$ cat src/logic/fwd_stall_defs.svh
// Widths for an RV32I core with two EXE source operands; changing them resizes every struct
`ifndef FWD_STALL_DEFS_SVH
`define FWD_STALL_DEFS_SVH

// Architectural register address width, 32 integer registers
`define FS_REG_ADDR_W 5

// Integer data width
`define FS_XLEN 32

// Source operands read by the EXE stage (rs1 and rs2)
`define FS_NUM_SRC 2

`endif

$ cat src/logic/fwd_stall_pkg.sv
// Shared types for the hazard unit; every struct is packed and sized by fwd_stall_defs.svh
`include "fwd_stall_defs.svh"

package fwd_stall_pkg;

    typedef logic [`FS_REG_ADDR_W-1:0] reg_addr_t;
    typedef logic [`FS_XLEN-1:0]       xlen_t;

    // Outstanding long operation in the LSU stage
    typedef enum logic [1:0] {
        IDLE     = 2'b00,
        MEM_WAIT = 2'b01,
        MUL_WAIT = 2'b10
    } long_op_state_e;

    // EXE stage source operands and branch/jump redirect
    typedef struct packed {
        reg_addr_t [`FS_NUM_SRC-1:0] src_addr;
        logic [`FS_NUM_SRC-1:0]      src_used;
        logic                        new_pc_req;
    } exe2fwd_s;

    // LSU stage destination and long-operation handshakes
    typedef struct packed {
        reg_addr_t rd_addr;
        logic      rd_wr_req;
        logic      mem_req;
        logic      mem_ack;
        logic      mul_req;
        logic      mul_ack;
    } lsu2fwd_s;

    // Writeback stage destination
    typedef struct packed {
        reg_addr_t rd_addr;
        logic      rd_wr_req;
    } wrb2fwd_s;

    // CSR unit requests
    typedef struct packed {
        logic csr_read_req;
        logic new_pc_req;
        logic wfi_req;
        logic irq_flush_lsu;
    } csr2fwd_s;

    // Producer view shared by all comparators
    typedef struct packed {
        reg_addr_t lsu_rd_addr;
        logic      lsu_rd_wr;
        reg_addr_t wrb_rd_addr;
        logic      wrb_rd_wr;
        // Result in LSU is not available for forwarding this cycle
        logic      slow_result;
    } producer_s;

    // Classification of one EXE source
    typedef struct packed {
        logic fwd_lsu;
        logic fwd_wrb;
        logic ld_use;
    } src_hazard_s;

    // Requests towards fetch
    typedef struct packed {
        logic exe_new_pc_req;
        logic csr_new_pc_req;
        logic wfi_req;
        logic if_stall;
    } fwd2if_s;

    // Stage register controls
    typedef struct packed {
        logic if2id_stall;
        logic id2exe_stall;
        logic exe2lsu_stall;
        logic if2id_flush;
        logic id2exe_flush;
        logic exe2lsu_flush;
        logic lsu2wrb_flush;
    } pipe_ctrl_s;

    // Stall status towards the CSR unit
    typedef struct packed {
        logic pipe_stall;
        logic irq_stall;
    } fwd2csr_s;

endpackage : fwd_stall_pkg

$ cat src/logic/fwd_stall_top.sv
// Hazard and forwarding unit of a 5-stage pipe; all outputs except fwd2csr_o are combinational
`include "fwd_stall_defs.svh"

module fwd_stall_top
    import fwd_stall_pkg::*;
(
    input  logic                    clk,
    input  logic                    rst_n,
    input  exe2fwd_s                exe2fwd_i,
    input  lsu2fwd_s                lsu2fwd_i,
    input  wrb2fwd_s                wrb2fwd_i,
    input  csr2fwd_s                csr2fwd_i,
    input  xlen_t [`FS_NUM_SRC-1:0] rf_data_i,
    input  xlen_t                   lsu_data_i,
    input  xlen_t                   wrb_data_i,
    output xlen_t [`FS_NUM_SRC-1:0] operand_o,
    output fwd2if_s                 fwd2if_o,
    output pipe_ctrl_s              pipe_ctrl_o,
    output fwd2csr_s                fwd2csr_o,
    output logic                    lsu_flush_o
);

    producer_s                     producer;
    logic                          long_op_stall;
    logic                          long_op_stall_q;
    src_hazard_s [`FS_NUM_SRC-1:0] hazards;

    long_op_tracker long_op_tracker_i (
        .clk               (clk),
        .rst_n             (rst_n),
        .lsu2fwd_i         (lsu2fwd_i),
        .wrb2fwd_i         (wrb2fwd_i),
        .csr_read_req_i    (csr2fwd_i.csr_read_req),
        .flush_i           (lsu_flush_o),
        .producer_o        (producer),
        .long_op_stall_o   (long_op_stall),
        .long_op_stall_q_o (long_op_stall_q)
    );

    // One comparator per EXE source operand
    for (genvar k = 0; k < `FS_NUM_SRC; k++) begin : g_src
        operand_hazard_check operand_hazard_check_i (
            .src_addr_i      (exe2fwd_i.src_addr[k]),
            .src_used_i      (exe2fwd_i.src_used[k]),
            .producer_i      (producer),
            .long_op_stall_i (long_op_stall),
            .hazard_o        (hazards[k])
        );
    end

    pipe_ctrl pipe_ctrl_i (
        .hazards_i         (hazards),
        .long_op_stall_i   (long_op_stall),
        .long_op_stall_q_i (long_op_stall_q),
        .exe_new_pc_req_i  (exe2fwd_i.new_pc_req),
        .csr2fwd_i         (csr2fwd_i),
        .fwd2if_o          (fwd2if_o),
        .pipe_ctrl_o       (pipe_ctrl_o),
        .fwd2csr_o         (fwd2csr_o),
        .lsu_flush_o       (lsu_flush_o)
    );

    operand_fwd_mux operand_fwd_mux_i (
        .hazards_i  (hazards),
        .rf_data_i  (rf_data_i),
        .lsu_data_i (lsu_data_i),
        .wrb_data_i (wrb_data_i),
        .operand_o  (operand_o)
    );

endmodule : fwd_stall_top

$ cat src/logic/long_op_tracker.sv
// Tracks one memory or multiply op at a time; a request is assumed to stay high until its ack
module long_op_tracker
    import fwd_stall_pkg::*;
(
    input  logic      clk,
    input  logic      rst_n,
    input  lsu2fwd_s  lsu2fwd_i,
    input  wrb2fwd_s  wrb2fwd_i,
    input  logic      csr_read_req_i,
    input  logic      flush_i,
    output producer_s producer_o,
    output logic      long_op_stall_o,
    output logic      long_op_stall_q_o
);

    long_op_state_e state_q;
    long_op_state_e state_next;
    logic           stall_q;

    // An ack ends the wait, otherwise a fresh request starts one
    always_comb begin
        state_next = state_q;

        case (state_q)
            MEM_WAIT: begin
                if (lsu2fwd_i.mem_ack) begin
                    state_next = IDLE;
                end
            end
            MUL_WAIT: begin
                if (lsu2fwd_i.mul_ack) begin
                    state_next = IDLE;
                end
            end
            default: begin
                state_next = IDLE;
            end
        endcase

        // Memory wins when both units request in the same cycle
        if (state_next == IDLE) begin
            if (lsu2fwd_i.mem_req && !lsu2fwd_i.mem_ack) begin
                state_next = MEM_WAIT;
            end else if (lsu2fwd_i.mul_req && !lsu2fwd_i.mul_ack) begin
                state_next = MUL_WAIT;
            end
        end
    end

    assign long_op_stall_o = (state_next != IDLE);

    // CSR redirect or WFI abandons the pending operation
    always_ff @(posedge clk) begin
        if (!rst_n || flush_i) begin
            state_q <= IDLE;
        end else begin
            state_q <= state_next;
        end
    end

    always_ff @(posedge clk) begin
        if (!rst_n) begin
            stall_q <= 1'b0;
        end else begin
            stall_q <= long_op_stall_o;
        end
    end

    assign long_op_stall_q_o = stall_q;

    always_comb begin
        producer_o.lsu_rd_addr = lsu2fwd_i.rd_addr;
        producer_o.lsu_rd_wr   = lsu2fwd_i.rd_wr_req;
        producer_o.wrb_rd_addr = wrb2fwd_i.rd_addr;
        producer_o.wrb_rd_wr   = wrb2fwd_i.rd_wr_req;
        // Load data, product and CSR value arrive only in writeback
        producer_o.slow_result = lsu2fwd_i.mem_req | lsu2fwd_i.mul_req | csr_read_req_i;
    end

endmodule : long_op_tracker

$ cat src/logic/operand_fwd_mux.sv
// Operand select assumes at most one of fwd_lsu and fwd_wrb is set per source
`include "fwd_stall_defs.svh"

module operand_fwd_mux
    import fwd_stall_pkg::*;
(
    input  src_hazard_s [`FS_NUM_SRC-1:0] hazards_i,
    input  xlen_t [`FS_NUM_SRC-1:0]       rf_data_i,
    input  xlen_t                         lsu_data_i,
    input  xlen_t                         wrb_data_i,
    output xlen_t [`FS_NUM_SRC-1:0]       operand_o
);

    always_comb begin
        for (int k = 0; k < `FS_NUM_SRC; k++) begin
            // Most recent producer first
            if (hazards_i[k].fwd_lsu) begin
                operand_o[k] = lsu_data_i;
            end else if (hazards_i[k].fwd_wrb) begin
                operand_o[k] = wrb_data_i;
            end else begin
                operand_o[k] = rf_data_i[k];
            end
        end
    end

endmodule : operand_fwd_mux

$ cat src/logic/operand_hazard_check.sv
// One comparator per EXE source; x0 is hardwired to zero and never matches
module operand_hazard_check
    import fwd_stall_pkg::*;
(
    input  reg_addr_t   src_addr_i,
    input  logic        src_used_i,
    input  producer_s   producer_i,
    input  logic        long_op_stall_i,
    output src_hazard_s hazard_o
);

    logic src_valid;
    logic lsu_match;
    logic wrb_match;

    assign src_valid = |src_addr_i;

    assign lsu_match = src_valid && producer_i.lsu_rd_wr
                       && (src_addr_i == producer_i.lsu_rd_addr);
    assign wrb_match = src_valid && producer_i.wrb_rd_wr
                       && (src_addr_i == producer_i.wrb_rd_addr);

    // Younger producer in LSU shadows the one in writeback
    assign hazard_o.fwd_lsu = lsu_match && !producer_i.slow_result;
    assign hazard_o.fwd_wrb = wrb_match && !lsu_match;

    // Slow result in LSU needs a bubble, unless the pipe is already held
    assign hazard_o.ld_use  = lsu_match && producer_i.slow_result && src_used_i
                              && !long_op_stall_i;

endmodule : operand_hazard_check

$ cat src/logic/pipe_ctrl.sv
// Stall and flush strobes are combinational; a CSR redirect or WFI always overrides EXE
`include "fwd_stall_defs.svh"

module pipe_ctrl
    import fwd_stall_pkg::*;
(
    input  src_hazard_s [`FS_NUM_SRC-1:0] hazards_i,
    input  logic                          long_op_stall_i,
    input  logic                          long_op_stall_q_i,
    input  logic                          exe_new_pc_req_i,
    input  csr2fwd_s                      csr2fwd_i,
    output fwd2if_s                       fwd2if_o,
    output pipe_ctrl_s                    pipe_ctrl_o,
    output fwd2csr_s                      fwd2csr_o,
    output logic                          lsu_flush_o
);

    logic ld_use_hazard;
    logic exe_pc_req;
    logic csr_flush;
    logic front_flush;
    logic front_stall;

    always_comb begin
        ld_use_hazard = 1'b0;
        for (int k = 0; k < `FS_NUM_SRC; k++) begin
            ld_use_hazard = ld_use_hazard | hazards_i[k].ld_use;
        end
    end

    // Branch outcome in EXE is only valid once its operands are
    assign exe_pc_req  = exe_new_pc_req_i && !(ld_use_hazard || long_op_stall_i);

    assign csr_flush   = csr2fwd_i.new_pc_req | csr2fwd_i.wfi_req;
    assign front_flush = exe_pc_req | csr_flush;
    assign front_stall = ld_use_hazard | long_op_stall_i;

    assign lsu_flush_o = csr_flush;

    always_comb begin
        pipe_ctrl_o.if2id_stall   = front_stall;
        pipe_ctrl_o.id2exe_stall  = front_stall;
        pipe_ctrl_o.exe2lsu_stall = long_op_stall_i;
        pipe_ctrl_o.if2id_flush   = front_flush;
        pipe_ctrl_o.id2exe_flush  = front_flush;
        // Bubble behind the dependent instruction
        pipe_ctrl_o.exe2lsu_flush = ld_use_hazard | csr_flush;
        pipe_ctrl_o.lsu2wrb_flush = csr2fwd_i.irq_flush_lsu;
    end

    always_comb begin
        fwd2if_o.exe_new_pc_req = exe_pc_req && !csr2fwd_i.new_pc_req;
        fwd2if_o.csr_new_pc_req = csr2fwd_i.new_pc_req;
        fwd2if_o.wfi_req        = csr2fwd_i.wfi_req;
        fwd2if_o.if_stall       = front_stall;
    end

    // Interrupt entry waits while any stage is held
    always_comb begin
        fwd2csr_o.pipe_stall = long_op_stall_q_i;
        fwd2csr_o.irq_stall  = front_stall | long_op_stall_q_i;
    end

endmodule : pipe_ctrl

$ cat config.mk
export PLATFORM = sky130hd
export DESIGN_NAME = fwd_stall_top
export DESIGN_NICKNAME = d
export VERILOG_FILES = /design/src/logic/fwd_stall_pkg.sv /design/src/logic/fwd_stall_top.sv /design/src/logic/long_op_tracker.sv /design/src/logic/operand_fwd_mux.sv /design/src/logic/operand_hazard_check.sv /design/src/logic/pipe_ctrl.sv
export VERILOG_INCLUDE_DIRS = /design/src /design/src/logic
export SDC_FILE = /design/constraint.sdc
export NUM_CORES = 1
export LEC_CHECK = 0
export BUFFER_PORTS_ARGS = -buffer_cell sky130_fd_sc_hd__buf_4
export CORE_AREA = 2 2 94 96
export CTS_CLUSTER_SIZE = 10
export DETAILED_ROUTE_END_ITERATION = 16
export DIE_AREA = 0 0 96 98
export HOLD_SLACK_MARGIN = 0.02
export PLACE_DENSITY_LB_ADDON = 0.2
export SETUP_SLACK_MARGIN = 0.5
export SLEW_MARGIN = 20
export SYNTH_ARGS = -nofsm -noshare
export SYNTH_HDL_FRONTEND = slang
export SYNTH_SLANG_ARGS = --single-unit
$ cat constraint.sdc
create_clock -name clk -period 4.25 [get_ports clk]
set_clock_uncertainty 0.2 [all_clocks]
set_input_delay 0.85 -clock clk [delete_from_list [all_inputs] [get_ports clk]]
set_output_delay 0.85 -clock clk [all_outputs]
set_load 0.005 [all_outputs]
==> impl_metrics.yaml <==
clock_network:
  numCtsBuffers: 3
  htree_levels: 1
  cts_num_sinks: 3
  clock_latency_ns: 0.21
  cts.path.max_buffers: 2
  cts.reportedPaths.clkPinSlew_ns: 0.03
  cts-root-buf: "clkbuf_8"
  cts_tree: "built"
routing:
  finalWirelength_um: 8610
  viasPerCell: 4.59
  dr.pass1.iters: 4
  drcViolationCount: 0
  postRouteAntennaNets: 0
  vias: 2857
  wl_per_cell_um: 13.8
  drt_iter0_drc: 42
setup_path:
  cp.arrival_ns: 2.61
  cp_max_fo: 15
  critPathLaunchType: "input pin"
  crit_type: "in -> out"
  cp-end-kind: "output pin"
  cp.required_ns: 3.20
pwr:
  power_leakage_uw: 0.00233
  power.density_nw_per_um2: 108
  clkPwrFrac_pct: 19.5
  switchingPower_uw: 127
  pwr-share-comb_pct: 73.4
  ir_worst_vdd_uv: 131
  seq_power_share_pct: 7.1
  finalPower_uw: 421
  swShare_pct: 30.3
  power.internal_uw: 293
synth:
  ys_ff_latch: 3
  ys_warn_count: 0
  synth_edf_count: 0
  synth_cells: 292
  synth_ff_type: "dfxtp_1"
  synthArstFlopShare_pct: 0
  avgSynthCellArea_um2: 6.93
  ys_types: 30
  ys_seq_area_share_pct: 2.97
  syn_nets: 457
  syn-cell-area_um2: 2020
global_route:
  track_usage_pct: 16.9
  grt_max_degree: 35
  grt_antenna_before_repair: 0
  grt.met2_usage_pct: 32.3
  met3_usage_pct: 3.16
  grt_overflow: 0
  grt_pass1_wl_um: 13100
  busiest_layer: "met2"
  use_met1_pct: 18.7
  grt_pass1_vias: 2816
sta:
  max_freq_mhz: 273
  setup_violations: 0
  rsz0062_at_grt: "true"
  period_needed_ns: 3.66
  fin_setup_tns_ns: 0
  tightest_slew_ns: 0.507
  slew_headroom_pct: 65.9
  finalHoldViolCount: 0
  finalMaxSlewViolations: 0
  period_share_pct: 86.1
  setup_slack_ns: 0.592
floorplan:
  die_x_um: 96
  coreArea_um2: 8470
  floorplan.rows: 34
  ios: 241
  dieHeight_um: 98
  die_area_um2: 9410
  start_util_pct: 23.9
finish:
  n_antenna_cell: 0
  seq_area_um2: 60.1
  drive_gt1_share_pct: 51.1
  syn_to_final_growth_pct: 92.3
  final_common_cell: "buf_4"
  layout_common_cells: "242 x buf_4, 68 x a21oi_1, 66 x nor2_1"
  finalNonFillerCells: 623
  fill_cells: 854
  nets: 681
  multiInputGateArea_um2: 1720
place:
  post-place-cells: 616
  dp_hpwl_um: 7240
  dp_slack_ns: 0.452
  gp_congestion: 0.858
  port_buffers: 238
status:
  status: "completed"
flow_run:
  cap_violations: 0
worst_hold_path:
  hp-class: "reg -> reg"
-- layer usage --
metal,up-vias,part of all wire (%)
li1,1465,-
met1,1240,37
met2,144,52
met3,8,10
met4,0,1.1
met5,-,0
-- synth_stat cells, types with 3 or more instances --
| library cell | n | area share [%] |
|---|---|---|
| a21oi_1 | 68 | 17 |
| buf_2 | 9 | 2.2 |
| buf_4 | 11 | 4.1 |
| buf_6 | 10 | 5.6 |
| dfxtp_1 | 3 | 3.0 |
| inv_1 | 3 | 0.56 |
| mux2i_1 | 64 | 32 |
| nand2_1 | 6 | 1.1 |
| nand2b_1 | 3 | 0.93 |
| nor2_1 | 66 | 12 |
| or3_1 | 3 | 0.93 |
| xnor2_1 | 12 | 5.2 |
| xor2_1 | 8 | 3.5 |
-- worst max-delay path: stages --
cell      delay, ns
buf_4          0.13
or4_4          0.53
o211a_1        0.25
o211ai_4       0.11
buf_8          0.23
mux2i_1        0.26
a21oi_1        0.09
buf_4          0.15
-- path summary, 6_finish.rpt --
path | endpoint | startpoint | slack (ns) | depth (start not counted)
hold reg to reg | long_op_tracker_i.state_q[1] | long_op_tracker_i.state_q[1] | 0.31 | 2
hold / removal | long_op_tracker_i.state_q[1] | long_op_tracker_i.state_q[1] | 0.31 | 2
setup / recovery | operand_o[59] | exe2fwd_i[10] | 0.59 | 8
setup reg to reg | long_op_tracker_i.long_op_stall_q_o | long_op_tracker_i.state_q[0] | 2.68 | 6
-- layout make-up --
| type | count | share of cell area (%) |
|---|---|---|
| timing repair buffer | 249 | 49.2 |
| tap | 108 | 3.47 |
| clock buffer | 4 | 1.16 |
| multi-input combinational | 255 | 44.2 |
| sequential | 3 | 1.54 |
| inverter | 4 | 0.386 |
-- cell families (layout without fill, tap and decap cells) --
logic type / Yosys count / count (layout) / share of synthesized area (%)
AND/OR/NAND/NOR: 91 / 91 / 20.0
adder cells (fa/ha/maj): 2 / 2 / 1.24
AO/OA/AOI/OAI: 78 / 78 / 22.8
buffers and inverters: 34 / 257 / 12.6
flip-flops: 3 / 3 / 2.97
XOR/XNOR: 20 / 20 / 8.66
multiplexers: 64 / 64 / 31.7
-- timing repair --
item	in CTS	in global routing
gates cloned	0	0
hold buffers	0	0
buffers inserted	3	0
resized for setup	1	9
endpoints found under the setup margin	32	43
pin swaps	0	1
-- state kept, by name (all words and copies together), names as in the netlist --
register,count
long_op_tracker_i.long_op_stall_q_o,1
long_op_tracker_i.state_q,2
-- power by group through the flow --
stage | clock [uW] | sequential, uW | combinational [uW]
after CTS | 85.2 | 29.9 | 310
final | 81.9 | 29.9 | 309
after global placement | 0 | 30.2 | 304
after floorplan | 0 | 30.0 | 105
after detailed placement | 0 | 30.2 | 308
after global routing | 89.1 | 30.0 | 337
-- per-stage QoR --
step                instance area (um^2)  hold slack, ns  utilization, %
detailed placement                  3780           0.310            44.6
global route                        3890           0.343            46.0
CTS                                 3850           0.316            45.5
global placement                    3780           0.298            44.6
finish                              3890           0.312            46.0
floorplan                           2020           0.268               -
Power figures use the tool's default switching activity.
